## config.mk

```make
export PLATFORM = sky130hd
export DESIGN_NAME = soc_top
export DESIGN_NICKNAME = d
export VERILOG_FILES = /design/src/rtl/soc_pkg.sv /design/src/rtl/soc_top.sv /design/src/rtl/seg_result.sv /design/src/rtl/cmd_execute.sv /design/src/rtl/key_decode.sv /design/src/rtl/ps2_rx.sv
export SDC_FILE = /design/constraint.sdc
export NUM_CORES = 1
export LEC_CHECK = 0
export BUFFER_PORTS_ARGS = -buffer_cell sky130_fd_sc_hd__buf_2
export CAP_MARGIN = 5
export CORE_ASPECT_RATIO = 0.9
export CORE_MARGIN = 3
export CORE_UTILIZATION = 55
export CTS_BUF_LIST = sky130_fd_sc_hd__clkbuf_2 sky130_fd_sc_hd__clkbuf_4 sky130_fd_sc_hd__clkbuf_8
export CTS_CLUSTER_SIZE = 14
export DETAILED_ROUTE_END_ITERATION = 10
export PLACE_DENSITY = 0.71
export SETUP_SLACK_MARGIN = 0.02
export SLEW_MARGIN = 20
export SYNTH_ARGS = -nofsm -noshare
export SYNTH_HDL_FRONTEND = slang
export SYNTH_SLANG_ARGS = --single-unit
```

## constraint.sdc

```tcl
create_clock -name clk200m -period 5.8 [get_ports clk200m]
set_clock_uncertainty 0.2 [all_clocks]
set_input_delay 1.45 -clock clk200m [delete_from_list [all_inputs] [get_ports clk200m]]
set_output_delay 1.45 -clock clk200m [all_outputs]
set_load 0.01 [all_outputs]
```

## src/rtl/soc_pkg.sv

```systemverilog
// console soc package: widths, scan codes and the decoder command type
`default_nettype none

package soc_pkg;

    // display value and led/switch widths
    localparam int disp_w = 32;
    localparam int led_w = 8;

    // segment display geometry and pacing
    localparam int seg_digits = 8;
    // 4-bit divider, seg_clk toggles on wrap, so clk200m/32
    localparam int seg_div_w = 4;

    // set 2 scan codes for the hex keys
    localparam logic [7:0] sc_0 = 8'h45;
    localparam logic [7:0] sc_1 = 8'h16;
    localparam logic [7:0] sc_2 = 8'h1E;
    localparam logic [7:0] sc_3 = 8'h26;
    localparam logic [7:0] sc_4 = 8'h25;
    localparam logic [7:0] sc_5 = 8'h2E;
    localparam logic [7:0] sc_6 = 8'h36;
    localparam logic [7:0] sc_7 = 8'h3D;
    localparam logic [7:0] sc_8 = 8'h3E;
    localparam logic [7:0] sc_9 = 8'h46;
    localparam logic [7:0] sc_a = 8'h1C;
    localparam logic [7:0] sc_b = 8'h32;
    localparam logic [7:0] sc_c = 8'h21;
    localparam logic [7:0] sc_d = 8'h23;
    localparam logic [7:0] sc_e = 8'h24;
    localparam logic [7:0] sc_f = 8'h2B;

    // index i holds the code of hex digit i
    localparam logic [15:0][7:0] sc_hex = {
        sc_f, sc_e, sc_d, sc_c, sc_b, sc_a, sc_9, sc_8,
        sc_7, sc_6, sc_5, sc_4, sc_3, sc_2, sc_1, sc_0
    };

    // control keys and prefixes
    localparam logic [7:0] sc_enter = 8'h5A;
    localparam logic [7:0] sc_l = 8'h4B;
    localparam logic [7:0] sc_bksp = 8'h66;
    localparam logic [7:0] sc_break = 8'hF0;
    localparam logic [7:0] sc_ext = 8'hE0;

    // executor operations
    typedef enum logic [1:0] {
        op_digit = 2'd0,
        op_add   = 2'd1,
        op_led   = 2'd2,
        op_clear = 2'd3
    } cmd_op_e;

    // decoder to executor payload, nibble only meaningful for op_digit
    typedef struct packed {
        cmd_op_e    op;
        logic [3:0] nib;
    } cmd_t;

endpackage

`default_nettype wire
```

## src/rtl/soc_top.sv

```systemverilog
// console soc top: ps2 keys to commands, executor, leds and serial segment display
`timescale 1ns/1ns
`default_nettype none

module soc_top import soc_pkg::*; (
    input  wire logic             clk200m,
    input  wire logic             rst,
    input  wire logic             ps2_clk,
    input  wire logic             ps2_data,
    input  wire logic [led_w-1:0] swt,
    output logic [led_w-1:0]      leds,
    output logic                  seg_clk,
    output logic                  seg_clr,
    output logic                  seg_dt,
    output logic                  seg_en
);

    // receiver to decoder
    logic              key_req;
    logic              key_ack;
    logic [7:0]        key_code;
    // decoder to executor
    logic              cmd_req;
    logic              cmd_ack;
    cmd_t              cmd;
    // executor to display
    logic              disp_req;
    logic              disp_ack;
    logic [disp_w-1:0] disp_value;

    ps2_rx u_ps2_rx (
        .clk200m  (clk200m),
        .rst      (rst),
        .ps2_clk  (ps2_clk),
        .ps2_data (ps2_data),
        .key_ack  (key_ack),
        .key_req  (key_req),
        .key_code (key_code)
    );

    key_decode u_key_decode (
        .clk200m  (clk200m),
        .rst      (rst),
        .key_req  (key_req),
        .key_code (key_code),
        .cmd_ack  (cmd_ack),
        .key_ack  (key_ack),
        .cmd_req  (cmd_req),
        .cmd      (cmd)
    );

    cmd_execute u_cmd_execute (
        .clk200m    (clk200m),
        .rst        (rst),
        .swt        (swt),
        .cmd_req    (cmd_req),
        .cmd        (cmd),
        .disp_ack   (disp_ack),
        .cmd_ack    (cmd_ack),
        .leds       (leds),
        .disp_req   (disp_req),
        .disp_value (disp_value)
    );

    seg_result u_seg_result (
        .clk200m    (clk200m),
        .rst        (rst),
        .disp_req   (disp_req),
        .disp_value (disp_value),
        .disp_ack   (disp_ack),
        .seg_clk    (seg_clk),
        .seg_clr    (seg_clr),
        .seg_dt     (seg_dt),
        .seg_en     (seg_en)
    );

endmodule

`default_nettype wire

```

## src/rtl/seg_result.sv

```systemverilog
// result stage: latches the display value and shifts segment frames out serially
`timescale 1ns/1ns
`default_nettype none

module seg_result import soc_pkg::*; (
    input  wire logic              clk200m,
    input  wire logic              rst,
    input  wire logic              disp_req,
    input  wire logic [disp_w-1:0] disp_value,
    output logic                   disp_ack,
    output logic                   seg_clk,
    output logic                   seg_clr,
    output logic                   seg_dt,
    output logic                   seg_en
);

    localparam int frame_bits = seg_digits * 8;
    // 64 data bits plus an 8-period gap
    localparam int period_bits = frame_bits + 8;
    localparam int pos_w = $clog2(period_bits);

    logic [disp_w-1:0]     shown;
    logic [frame_bits-1:0] frame;
    logic [frame_bits-1:0] shreg;
    logic [seg_div_w-1:0]  div_cnt;
    logic [pos_w-1:0]      pos;
    logic                  seg_fall;

    // active low {dp,g,f,e,d,c,b,a}, dp held off
    function automatic logic [7:0] seg_pat(input logic [3:0] nib);
        case (nib)
            4'h0: return 8'hC0;
            4'h1: return 8'hF9;
            4'h2: return 8'hA4;
            4'h3: return 8'hB0;
            4'h4: return 8'h99;
            4'h5: return 8'h92;
            4'h6: return 8'h82;
            4'h7: return 8'hF8;
            4'h8: return 8'h80;
            4'h9: return 8'h90;
            4'hA: return 8'h88;
            4'hB: return 8'h83;
            4'hC: return 8'hC6;
            4'hD: return 8'hA1;
            4'hE: return 8'h86;
            default: return 8'h8E;
        endcase
    endfunction

    // digit 7 lands in the top byte, so it goes out first
    always_comb begin
        for (int d = 0; d < seg_digits; d++) begin
            frame[d*8 +: 8] = seg_pat(shown[d*4 +: 4]);
        end
    end

    // seg_clk about to go low, data changes here
    assign seg_fall = (div_cnt == '1) && seg_clk;

    always_ff @(posedge clk200m or posedge rst) begin
        if (rst) begin
            shown    <= '0;
            disp_ack <= 1'b0;
            div_cnt  <= '0;
            seg_clk  <= 1'b0;
            seg_clr  <= 1'b0;
            seg_dt   <= 1'b1;
            seg_en   <= 1'b0;
            pos      <= '0;
        end else begin
            seg_clr <= 1'b1;
            div_cnt <= div_cnt + 1'b1;
            // latch and ack, the shifter picks it up at the next frame
            if (disp_req && !disp_ack) begin
                shown    <= disp_value;
                disp_ack <= 1'b1;
            end else if (!disp_req && disp_ack) begin
                disp_ack <= 1'b0;
            end
            if (div_cnt == '1) begin
                seg_clk <= ~seg_clk;
            end
            if (seg_fall) begin
                if (pos == 0) begin
                    seg_dt <= frame[frame_bits-1];
                    seg_en <= 1'b1;
                end else if (pos < pos_w'(frame_bits)) begin
                    seg_dt <= shreg[frame_bits-1];
                end else if (pos == pos_w'(frame_bits)) begin
                    seg_en <= 1'b0;
                end
                pos <= (pos == pos_w'(period_bits - 1)) ? '0 : pos + 1'b1;
            end
        end
    end

    // frame shifter
    always_ff @(posedge clk200m) begin
        if (seg_fall) begin
            if (pos == 0) begin
                shreg <= {frame[frame_bits-2:0], 1'b0};
            end else begin
                shreg <= {shreg[frame_bits-2:0], 1'b0};
            end
        end
    end

endmodule

`default_nettype wire

```

## src/rtl/cmd_execute.sv

```systemverilog
// command executor: owns the display value and led register
`timescale 1ns/1ns
`default_nettype none

module cmd_execute import soc_pkg::*; (
    input  wire logic              clk200m,
    input  wire logic              rst,
    input  wire logic [led_w-1:0]  swt,
    input  wire logic              cmd_req,
    input  cmd_t                   cmd,
    input  wire logic              disp_ack,
    output logic                   cmd_ack,
    output logic [led_w-1:0]       leds,
    output logic                   disp_req,
    output logic [disp_w-1:0]      disp_value
);

    // idle, waiting for disp ack, waiting for disp ack low, acking cmd
    typedef enum logic [1:0] {
        st_idle,
        st_disp,
        st_drop,
        st_ack
    } exe_st_e;

    exe_st_e state;

    always_ff @(posedge clk200m or posedge rst) begin
        if (rst) begin
            state      <= st_idle;
            cmd_ack    <= 1'b0;
            disp_req   <= 1'b0;
            disp_value <= '0;
            leds       <= '0;
        end else begin
            unique case (state)
                st_idle: begin
                    if (cmd_req) begin
                        unique case (cmd.op)
                            op_digit: disp_value <= {disp_value[disp_w-5:0], cmd.nib};
                            // zero-extended switches, wraps mod 2^32
                            op_add:   disp_value <= disp_value +
                                          {{(disp_w-led_w){1'b0}}, swt};
                            op_led:   leds <= swt;
                            op_clear: begin
                                disp_value <= '0;
                                leds       <= '0;
                            end
                        endcase
                        // every command refreshes the display, even op_led
                        disp_req <= 1'b1;
                        state    <= st_disp;
                    end
                end
                st_disp: begin
                    if (disp_ack) begin
                        disp_req <= 1'b0;
                        state    <= st_drop;
                    end
                end
                st_drop: begin
                    // display side closed its half, now finish the command
                    if (!disp_ack) begin
                        cmd_ack <= 1'b1;
                        state   <= st_ack;
                    end
                end
                st_ack: begin
                    if (!cmd_req) begin
                        cmd_ack <= 1'b0;
                        state   <= st_idle;
                    end
                end
            endcase
        end
    end

endmodule

`default_nettype wire

```

## src/rtl/key_decode.sv

```systemverilog
// key decoder: turns scan bytes into executor commands, skipping prefixes
`timescale 1ns/1ns
`default_nettype none

module key_decode import soc_pkg::*; (
    input  wire logic       clk200m,
    input  wire logic       rst,
    input  wire logic       key_req,
    input  wire logic [7:0] key_code,
    input  wire logic       cmd_ack,
    output logic            key_ack,
    output logic            cmd_req,
    output cmd_t            cmd
);

    // prefix state
    logic       brk_seen;
    logic       ext_seen;
    logic       accept;
    logic [4:0] hex_hit;

    // {hit, nibble} for a hex key
    function automatic logic [4:0] hex_lookup(input logic [7:0] code);
        logic [4:0] r;
        r = '0;
        for (int i = 0; i < 16; i++) begin
            if (sc_hex[i] == code) begin
                r = {1'b1, 4'(i)};
            end
        end
        return r;
    endfunction

    assign hex_hit = hex_lookup(key_code);

    // take a byte only with the downstream handshake fully closed
    assign accept = key_req && !key_ack && !cmd_req && !cmd_ack;

    always_ff @(posedge clk200m or posedge rst) begin
        if (rst) begin
            key_ack  <= 1'b0;
            cmd_req  <= 1'b0;
            brk_seen <= 1'b0;
            ext_seen <= 1'b0;
        end else begin
            if (key_ack && !key_req) begin
                key_ack <= 1'b0;
            end
            if (cmd_req && cmd_ack) begin
                cmd_req <= 1'b0;
            end
            if (accept) begin
                key_ack <= 1'b1;
                if (key_code == sc_break) begin
                    brk_seen <= 1'b1;
                end else if (key_code == sc_ext) begin
                    ext_seen <= 1'b1;
                end else begin
                    // byte after F0 or E0 is swallowed
                    brk_seen <= 1'b0;
                    ext_seen <= 1'b0;
                    if (!brk_seen && !ext_seen &&
                        (hex_hit[4] || key_code == sc_enter ||
                         key_code == sc_l || key_code == sc_bksp)) begin
                        cmd_req <= 1'b1;
                    end
                end
            end
        end
    end

    // command payload, loaded on every accept and ignored unless cmd_req rises
    always_ff @(posedge clk200m) begin
        if (accept) begin
            cmd.nib <= hex_hit[3:0];
            if (hex_hit[4]) begin
                cmd.op <= op_digit;
            end else if (key_code == sc_enter) begin
                cmd.op <= op_add;
            end else if (key_code == sc_l) begin
                cmd.op <= op_led;
            end else begin
                cmd.op <= op_clear;
            end
        end
    end

endmodule

`default_nettype wire

```

## src/rtl/ps2_rx.sv

```systemverilog
// ps2 receiver: synchronizes the keyboard lines and hands on good frame bytes
`timescale 1ns/1ns
`default_nettype none

module ps2_rx (
    input  wire logic       clk200m,
    input  wire logic       rst,
    input  wire logic       ps2_clk,
    input  wire logic       ps2_data,
    input  wire logic       key_ack,
    output logic            key_req,
    output logic [7:0]      key_code
);

    // two-flop synchronizers plus one extra stage on clk for edge detect
    logic [2:0]  clk_sync;
    logic [1:0]  dat_sync;
    logic        ps2_fall;
    logic        ps2_d;

    // frame shifter, lsb first: start, d0..d7, parity, stop
    logic [10:0] shreg;
    logic [10:0] shreg_nxt;
    logic [3:0]  bit_cnt;
    logic        frame_ok;

    always_ff @(posedge clk200m or posedge rst) begin
        if (rst) begin
            clk_sync <= 3'b111;
            dat_sync <= 2'b11;
        end else begin
            clk_sync <= {clk_sync[1:0], ps2_clk};
            dat_sync <= {dat_sync[0], ps2_data};
        end
    end

    assign ps2_d = dat_sync[1];
    // high-to-low on the synchronized clock
    assign ps2_fall = clk_sync[2] & ~clk_sync[1];

    // frame as it looks once the current bit is in
    assign shreg_nxt = {ps2_d, shreg[10:1]};

    // start low, stop high, odd parity over data and parity bit
    assign frame_ok = ~shreg_nxt[0] & shreg_nxt[10] & (^shreg_nxt[9:1]);

    // shifter is payload only
    always_ff @(posedge clk200m) begin
        if (ps2_fall) begin
            shreg <= shreg_nxt;
        end
    end

    always_ff @(posedge clk200m or posedge rst) begin
        if (rst) begin
            bit_cnt <= '0;
            key_req <= 1'b0;
        end else begin
            if (ps2_fall) begin
                if (bit_cnt == 4'd10) begin
                    bit_cnt <= '0;
                end else begin
                    bit_cnt <= bit_cnt + 4'd1;
                end
            end
            // drop req once the decoder has taken the byte
            if (key_req && key_ack) begin
                key_req <= 1'b0;
            end else if (ps2_fall && bit_cnt == 4'd10 && frame_ok
                         && !key_req && !key_ack) begin
                // handshake still open means the byte is lost
                key_req <= 1'b1;
            end
        end
    end

    // byte register, written only when a new req goes up
    always_ff @(posedge clk200m) begin
        if (ps2_fall && bit_cnt == 4'd10 && frame_ok && !key_req && !key_ack) begin
            key_code <= shreg_nxt[8:1];
        end
    end

endmodule

`default_nettype wire

```

* Yosys cells after proc, flatten, opt, wreduce, memory -nomap -nowiden
Memory sizes are Yosys's and may differ from the RTL's. Index checks and enable logic that the tools add are counted.
Operators by class: add/sub/neg operators 4, magnitude comparators 1, equality and inequality tests 37, muxes and demuxes 53, bitwise logic cells 7, reduce and logical (&&, ||, !) cells 52
Operators by type and width (count):
- $pmux W32 S3 | 1
- $eq A6 B8 Y1 const A | 11
- $mux W5 | 16
- $mux W64 | 1
- $add A32 B8 Y32 | 1
- $mux W1 | 25
- $eq A5 B8 Y1 const A | 3
- $eq A8 B7 Y1 const B | 3
- $eq A7 B8 Y1 const A | 2
- $eq A8 B8 Y1 const B | 2
- $pmux W8 S2 | 1
- $reduce_bool A2 Y1 | 8
- $logic_and A1 B1 Y1 | 15
- $reduce_and A3 Y1 | 5
- $eq A7 B7 Y1 const B | 2
- $reduce_xor A9 Y1 | 1
- $add A4 B1 Y4 const B | 2
- $eq A2 B2 Y1 const B | 4
- $eq A4 B4 Y1 const B | 2
- $logic_not A1 Y1 | 8
- $mux W2 | 4
- $pmux W2 S4 | 1
- $reduce_or A8 Y1 | 1
- $add A7 B1 Y7 const B | 1
- other kinds (17) | 34
Storage, ports and cells: register bits 195, memory bits (read-only) 896, bits of input ports 12, output and inout bits 12, logic and storage cells 192, memories kept 8
Memory list:
- (no name shown) | words 16, bits a word 7, read ports 1, clocked after memory_dff 0, wr ports 0, line seg_result.sv:31 | case (nib)
- (no name shown) | words 16, bits a word 7, read ports 1, clocked after memory_dff 0, wr ports 0, line seg_result.sv:31
- (no name shown) | words 16, bits a word 7, read ports 1, clocked after memory_dff 0, wr ports 0, line seg_result.sv:31
- (no name shown) | words 16, bits a word 7, read ports 1, clocked after memory_dff 0, wr ports 0, line seg_result.sv:31
- (no name shown) | words 16, bits a word 7, read ports 1, clocked after memory_dff 0, wr ports 0, line seg_result.sv:31
- (no name shown) | words 16, bits a word 7, read ports 1, clocked after memory_dff 0, wr ports 0, line seg_result.sv:31
- +2 memories

* Longest topological paths before layout
Gate-level depths: netlist (run 1).
depth after elaboration 25, mapped depth 9

* Hierarchy
From an unflattened synthesis (run 1), not the netlist that was laid out.
Second synthesis, totals: cell total of the unflattened synthesis 1073, area, all modules 11672.4 um^2
Modules (own cells, without submodules):
- seg_result | times used 1, cells an instance 566, area each 6752.7 um^2, seq. area each 3094.2 um^2
- cmd_execute | times used 1, cells an instance 361, area each 3014.1 um^2, seq. area each 1101.1 um^2
- ps2_rx | times used 1, cells an instance 58, area each 1033.5 um^2, seq. area each 797.0 um^2
- key_decode | times used 1, cells an instance 88, area each 872.1 um^2, seq. area each 280.3 um^2

* Least setup slack after synthesis (run 1)
No wires, ideal clock.
kind input port to flip-flop, start input swt[7], end register u_cmd_execute.disp_value[25], setup time 0.069 ns, data arrival time 3.315 ns, slack 2.216 ns, stages 8, buffers on the path 1, path through ha_1 -> clkbuf_2 -> a21o_2 -> a41oi_1 -> or4_1 -> o41a_2 -> or4_1 -> nand3_1
On the way: longest elaborated chain between the ends 2
RTL lines:
- start, declared | line soc_top.sv:10 | input wire logic [led_w-1:0] swt,
- $add A32 B8 Y32 | line cmd_execute.sv:42 | op_add: disp_value <= disp_value +
- $pmux W32 S3 | line cmd_execute.sv:39 | unique case (cmd.op)
- end signal, assigned | line cmd_execute.sv:40 | op_digit: disp_value <= {disp_value[disp_w-5:0], cmd.nib};
- end signal, assigned | line cmd_execute.sv:42
- end, declared | line cmd_execute.sv:15 | output logic [disp_w-1:0] disp_value
Every way passes these cells. A chain may end at the register's enable or synchronous reset.

* Final worst setup path (run 1)
start input swt[7], end register u_cmd_execute.disp_value[28]
The elaborated chain is that of the path after synthesis.

==> metrics.csv, run 1 <==
metric,value,unit
diodes,0,
postCtsSetupBuffers,0,
crit_fanout,11,
cts_hold_buf,0,
yosysTopAreaCellShare,23.8,%
fin_setup_tns,0,ns
antenna_found_initial,0,
relSlewSlack,35.9,%
cts_root_buffer,clkbuf_8,
period_minus_slack,3.69,ns
overflow,0,
end_kind,flop,
place.gp.congestion,0.903,
syn2layout_area_growth,6.18,%
p_leak,4.69,nW
chipHeight,140,um
clk_pin_slew,0.09,ns
synth_common_cells,"119 x nor2_1, 102 x a21oi_1, 101 x nand2_1",
htreeDepth,4,
synthArstFlopShare,54.9,%
powerDensity,349,mW/mm2
coreArea,0.0194,mm2
irDropWorstVdd,0.000198,V
fin_crit_sh,63.5,%
detail_route.wl_per_cell,16.0,um
wl,21200,um
drv_slew,0,
hpwlAfterDp,14100,um
synth_seq_cells,193,
vias_per_cell,5.91,
arrival,3.88,ns
required,6.00,ns
clk-insertion-delay-late,0.46,ns
synth-edff-count,87,
synth.distinct_cells,72,
place_area,0.0112,mm2
ys_top_cells_by_area,"edfxtp_1 24%, dfrtp_1 23%, ha_1 7.3%",
n_fill_cell,1645,
avgSynthCellArea,10.2,um2
synth_cells,1081,
drc,0,
die-width,155,um
ios,24,
drtAntennaViolNets,0,
hold_viol_final,0,
syn_nets,1158,
synthFlopType,dfrtp_1,
cts_sinks,193,
rows,48,
drive_gt1_share,13.7,%
firstDrtPassIters,5,
initial_core_util,56.6,%
first_iter_violations,649,
dieArea,0.0217,mm2
grt_max_degree,110,
cp-start-kind,primary input,
grt_pass1_vias,7363,
cts_buffer_depth,2,
grt_usage,20.1,%
syn-cell-area,0.0110,mm2
min-delay-path-class,flop to flop,
numCtsBuffers,17,
vias,7855,
outcome,completed,
yosys.area.top_type,edfxtp_1,
worstSetupPathType,primary input to flop,
rsz0062_at_grt,no,
multiInputGateArea,0.00528,mm2
nNetsFinal,1144,
maxCapViolCount,0,
tightest_slew,0.961,ns
grt_pass1_wl,36500,um
portBuffers,23,
cts_tree,done,
seq_area,0.00527,mm2
yosysSeqAreaShare,48.0,%
cts_resized,0,
yosys_warnings,0,
synth_most_common_cell,nor2_1,
stdcell_area,0.0117,mm2
fmax,271,MHz
finalSetupViolCount,0,
## power breakdown
| group | switching, mW | internal (mW) |
|---|---|---|
| Combinational | 0.645 | 0.580 |
| Clock | 0.478 | 0.480 |
| Sequential | 0.289 | 1.60 |
## metal layers
metal | track usage [%] | wire length (um) | vias to the layer above | share of wire, %
met5 | 0 | 0 | - | 0
li1 | - | - | 3887 | -
met3 | 4.08 | 885 | 17 | 4.2
met2 | 31.4 | 9830 | 168 | 46
met4 | 4.28 | 211 | 0 | 0.99
met1 | 29.5 | 10300 | 3783 | 49
## cell type report
cell class                 instances  area share (%)
clock buffer                      19            2.13
multi-input combinational        778            45.3
timing repair buffer              32            1.67
inverter                          45            1.47
sequential                       193            45.2
clock inverter                    13            1.59
tap                              250            2.68
## state kept, by name (all words and copies together), names as in the netlist, 6 cells and up
signal	flops
u_ps2_rx.shreg	10
u_key_decode.cmd	6
u_ps2_rx.key_code	8
u_cmd_execute.disp_value	32
u_seg_result.pos	7
u_seg_result.shown	32
u_seg_result.shreg	63
u_cmd_execute.leds	8
## cells by family (layout without fill, tap and decap cells)
family	Yosys count	count (layout)	share of synthesized area, %
other	1	1	0.0341
AO/OA/AOI/OAI	260	260	14.7
AND/OR/NAND/NOR	345	345	14.7
flip-flops	193	193	48.0
XOR/XNOR	23	23	1.83
multiplexers	84	84	9.10
adder cells (fa/ha/maj)	65	65	7.47
buffers and inverters	110	109	4.12
## critical path, cell delays in order
cell	delay, ns
buf_2	0.11
ha_1	0.39
nand4_1	0.25
o22ai_1	0.32
o2111ai_1	0.47
or4_1	0.61
a21oi_1	0.15
a221o_1	0.12
## cells in the final DEF (no fill, tap or decap), drive strengths merged, types with 6 or more instances in the layout
cell    count
o211ai      6
o21ai      56
o311ai     11
or2         8
a221oi      7
mux4        8
mux2i      29
a21oi     102
a22oi      14
nand3b      9
inv        46
nand2     101
dfrtp     100
clkbuf     19
and3        8
nand3      18
a31oi      11
mux2       47
o22ai       6
nand4       9
ha         64
dfstp       6
a32oi      10
edfxtp     87
nor2b      12
xor2        8
buf        32
nor4        8
xnor2      15
nor3       21
nor2      119
or4         7
## through the flow
step | worst slack [ns] | cells | hold slack [ns] | total power, mW | util (%)
2_1_floorplan | 1.37 | 1081 | 0.145 | 2.84 | -
3_3_place_gp | 1.76 | 1298 | 0.146 | 3.08 | 57.9
3_5_place_dp | 1.71 | 1298 | 0.148 | 3.13 | 57.9
4_1_cts | 2.18 | 1330 | 0.161 | 4.10 | 60.1
5_1_grt | 1.93 | 1330 | 0.164 | 4.36 | 60.2
6_report | 2.11 | 1330 | 0.160 | 4.07 | 60.2
## path summary, 6_finish.rpt
path	from	end	slack, ns	cells after the start
max	swt[7]	u_cmd_execute.disp_value[28]	2.11	8
min	u_ps2_rx.dat_sync[0]	u_ps2_rx.dat_sync[1]	0.16	0
max reg2reg	u_key_decode.cmd[4]	u_cmd_execute.disp_value[27]	2.74	6
min reg2reg	u_ps2_rx.dat_sync[0]	u_ps2_rx.dat_sync[1]	0.16	0
max in group asynchronous	rst	u_cmd_execute.disp_value[15]	3.41	3
min in group asynchronous	rst	u_seg_result.div_cnt[2]	1.00	2
(Power assumes the default switching activity.)
==> run 2, diff against run 1 <==
--- a/config.mk
+++ b/config.mk
@@ -5,6 +5,7 @@
 export SDC_FILE = /design/constraint.sdc
 export NUM_CORES = 1
 export LEC_CHECK = 0
+export ABC_AREA = 1
 export BUFFER_PORTS_ARGS = -buffer_cell sky130_fd_sc_hd__buf_2
 export CAP_MARGIN = 5
 export CORE_ASPECT_RATIO = 0.9
@@ -13,7 +14,7 @@
 export CTS_BUF_LIST = sky130_fd_sc_hd__clkbuf_2 sky130_fd_sc_hd__clkbuf_4 sky130_fd_sc_hd__clkbuf_8
 export CTS_CLUSTER_SIZE = 14
 export DETAILED_ROUTE_END_ITERATION = 10
-export PLACE_DENSITY = 0.71
+export PLACE_DENSITY = 0.74
 export SETUP_SLACK_MARGIN = 0.02
 export SLEW_MARGIN = 20
 export SYNTH_ARGS = -nofsm -noshare
==> constraint.sdc (replaced) <==
create_clock -name clk200m -period 3 [get_ports clk200m]
set_clock_uncertainty 0.2 [all_clocks]
set_input_delay 0.75 -clock clk200m [delete_from_list [all_inputs] [get_ports clk200m]]
set_output_delay 0.75 -clock clk200m [all_outputs]
set_load 0.01 [all_outputs]
==> run 2 against run 1 <==
Routed wire length rose by 12%. Non-clock buffer count rose by 2. Critical path depth rose by 3. Count of clock-buffer cells in the layout fell by 1. Utilization rose by 1.1 points. Synthesized cell count rose by 26%. Synthesized area rose by 1.5%.
==> metrics.csv, run 2 <==
metric,value,unit,change
fin_crit_sh,80.4,%,
cts_hold_buf,0,,unchanged
dieArea,0.0220,mm2,was 0.0217 mm2
avgSynthCellArea,8.19,um2,was 10.2 um2
required,3.20,ns,was 6.00 ns
arrival,2.62,ns,was 3.88 ns
maxCapViolCount,0,,unchanged
postCtsSetupBuffers,0,,unchanged
rsz0062_at_grt,no,,unchanged
synth-edff-count,87,,unchanged
ys_top_cells_by_area,"edfxtp_1 23%, dfrtp_1 22%, nand2_1 10%",,"was edfxtp_1 24%, dfrtp_1 23%, ha_1 7.3%"
vias,9062,,was 7855
coreArea,0.0195,mm2,was 0.0194 mm2
min-delay-path-class,primary input to asynchronous set/reset pin,,was flop to flop
grt_pass1_vias,8434,,was 7363
synth_most_common_cell,nand2_1,,was nor2_1
worstSetupPathType,flop to flop,,was primary input to flop
synthFlopType,dfrtp_1,,unchanged
detail_route.wl_per_cell,14.7,um,was 16.0 um
drc,0,,unchanged
cts_resized,0,,unchanged
cts_tree,done,,unchanged
rows,48,,unchanged
yosysSeqAreaShare,47.3,%,was 48.0%
grt_usage,22.6,%,was 20.1%
grt_pass1_wl,41000,um,was 36500 um
p_leak,5.38,nW,was 4.69 nW
ios,24,,unchanged
hpwlAfterDp,16700,um,was 14100 um
synth_common_cells,"308 x nand2_1, 132 x inv_1, 127 x nor2_1",,"was 119 x nor2_1, 102 x a21oi_1, 101 x nand2_1"
finalSetupViolCount,0,,unchanged
power,8.25,mW,was 4.07 mW
top_regs,"u_seg_result.shreg (63), u_cmd_execute.disp_value (32), u_seg_result.shown (32)",,unchanged
syn-cell-area,0.0112,mm2,was 0.0110 mm2
largest_register_ffs,63,,unchanged
crit_fanout,6,,was 11
drv_slew,0,,unchanged
grt_max_degree,71,,was 110
fin_setup_tns,0,ns,unchanged
powerDensity,690,mW/mm2,was 349 mW/mm2
yosys.area.top_type,edfxtp_1,,unchanged
synthArstFlopShare,54.9,%,unchanged
fmax,415,MHz,
synth.distinct_cells,49,,was 72
overflow,0,,unchanged
synth_cells,1362,,was 1081
cts_buffer_depth,2,,unchanged
htreeDepth,4,,unchanged
yosys_warnings,0,,unchanged
irDropWorstVdd,0.000381,V,was 0.000198 V
vias_per_cell,5.57,,was 5.91
diodes,0,,unchanged
tightest_slew,0.721,ns,was 0.961 ns
die-width,156,um,was 155 um
outcome,completed,,unchanged
relSlewSlack,51.9,%,was 35.9%
yosysTopAreaCellShare,23.4,%,was 23.8%
antenna_found_initial,0,,unchanged
end_kind,flop,,unchanged
hold_viol_final,0,,unchanged
syn_nets,1439,,was 1158
firstDrtPassIters,5,,unchanged
syn2layout_area_growth,7.12,%,was 6.18%
first_iter_violations,812,,was 649
initial_core_util,57.1,%,was 56.6%
place.gp.congestion,0.943,,was 0.903
nNetsFinal,1440,,was 1144
numCtsBuffers,17,,unchanged
clk_pin_slew,0.10,ns,was 0.09 ns
wl,23800,um,was 21200 um
final_cell_mix,"308 x nand2_1, 131 x inv_1, 126 x nor2_1",,"was 118 x nor2_1, 102 x a21oi_1, 101 x nand2_1"
drtAntennaViolNets,0,,unchanged
largest-register,u_seg_result.shreg,,unchanged
clk-insertion-delay-late,0.48,ns,was 0.46 ns
drive_gt1_share,8.58,%,was 13.7%
period_minus_slack,2.41,ns,
chipHeight,141,um,was 140 um
cp-start-kind,flop,,was primary input
synth_seq_cells,193,,unchanged
portBuffers,23,,unchanged
final_common_cell,nand2_1,,was nor2_1
cts_root_buffer,clkbuf_8,,unchanged
cts_sinks,193,,unchanged
run 2: per-layer routing:
metal / vias up / global-route usage (%) / wire (um)
met5: - / 0 / 0
met2: 265 / 33.4 / 10300
met4: 0 / 5.07 / 248
li1: 4556 / - / -
met1: 4219 / 34.1 / 11700
met3: 22 / 5.49 / 1570
run 2: logic make-up after synthesis:
| family | Yosys count | share of synthesized area, % |
|---|---|---|
| simple gates | 625 | 24.3 |
| compound gates | 268 | 13.2 |
| buf+inv | 197 | 6.83 |
| fa+ha+maj | 65 | 7.36 |
| other cells | 1 | 0.0336 |
| flops | 193 | 47.3 |
| xor+xnor | 13 | 1.02 |
run 2: cell type report:
class                           instances  area, um2
Multi-Input combinational cell        972       5120
Timing Repair Buffer                   34        248
Sequential cell                       193       5270
Tap cell                              250        313
Inverter                              145        548
Fill cell                            1676       7570
Clock buffer                           18        241
Clock inverter                         14        201
run 2: through the flow:
step / utilization [%] / worst slack [ns] / instances / hold slack (ns) / instance area, um2
finish: 61.2 / 0.588 / 1626 / 0.157 / 11900
global route: 61.2 / 0.399 / 1626 / 0.123 / 11900
CTS: 61.2 / 0.584 / 1626 / 0.134 / 11900
detailed placement: 58.9 / 0.202 / 1594 / 0.149 / 11500
global placement: 58.9 / 0.312 / 1594 / 0.146 / 11500
floorplan: - / 0.235 / 1362 / 0.145 / 11200
run 2: path summary, 6_finish.rpt:
kind | start | end | slack (ns) | cells after the start
min in group clk200m | u_ps2_rx.dat_sync[0] | u_ps2_rx.dat_sync[1] | 0.16 | 0
setup reg to reg | u_cmd_execute.disp_value[0] | u_cmd_execute.disp_value[8] | 0.59 | 11
hold reg to reg | u_ps2_rx.dat_sync[0] | u_ps2_rx.dat_sync[1] | 0.16 | 0
hold / removal | rst | u_seg_result.div_cnt[0] | 0.16 | 2
max in group asynchronous | rst | u_cmd_execute.disp_value[2] | 1.75 | 3
setup / recovery | u_cmd_execute.disp_value[0] | u_cmd_execute.disp_value[8] | 0.59 | 11
run 2: report_power, final:
part | total, mW | internal (mW) | leakage [nW] | switching, mW
sequential | 3.50 | 3.06 | 1.98 | 0.442
clock | 1.90 | 0.932 | 0.218 | 0.972
combinational | 2.84 | 1.03 | 3.18 | 1.81
run 2: critical path: stages, from the launching register on:
cell,delay (ns)
dfrtp_1,0.45
ha_1,0.26
fa_1,0.45
nand2_1,0.09
inv_1,0.05
nand2_1,0.05
nand3_1,0.13
nand2_1,0.09
nand2_1,0.13
a21boi_0,0.19
o21ai_0,0.11
a21oi_1,0.13
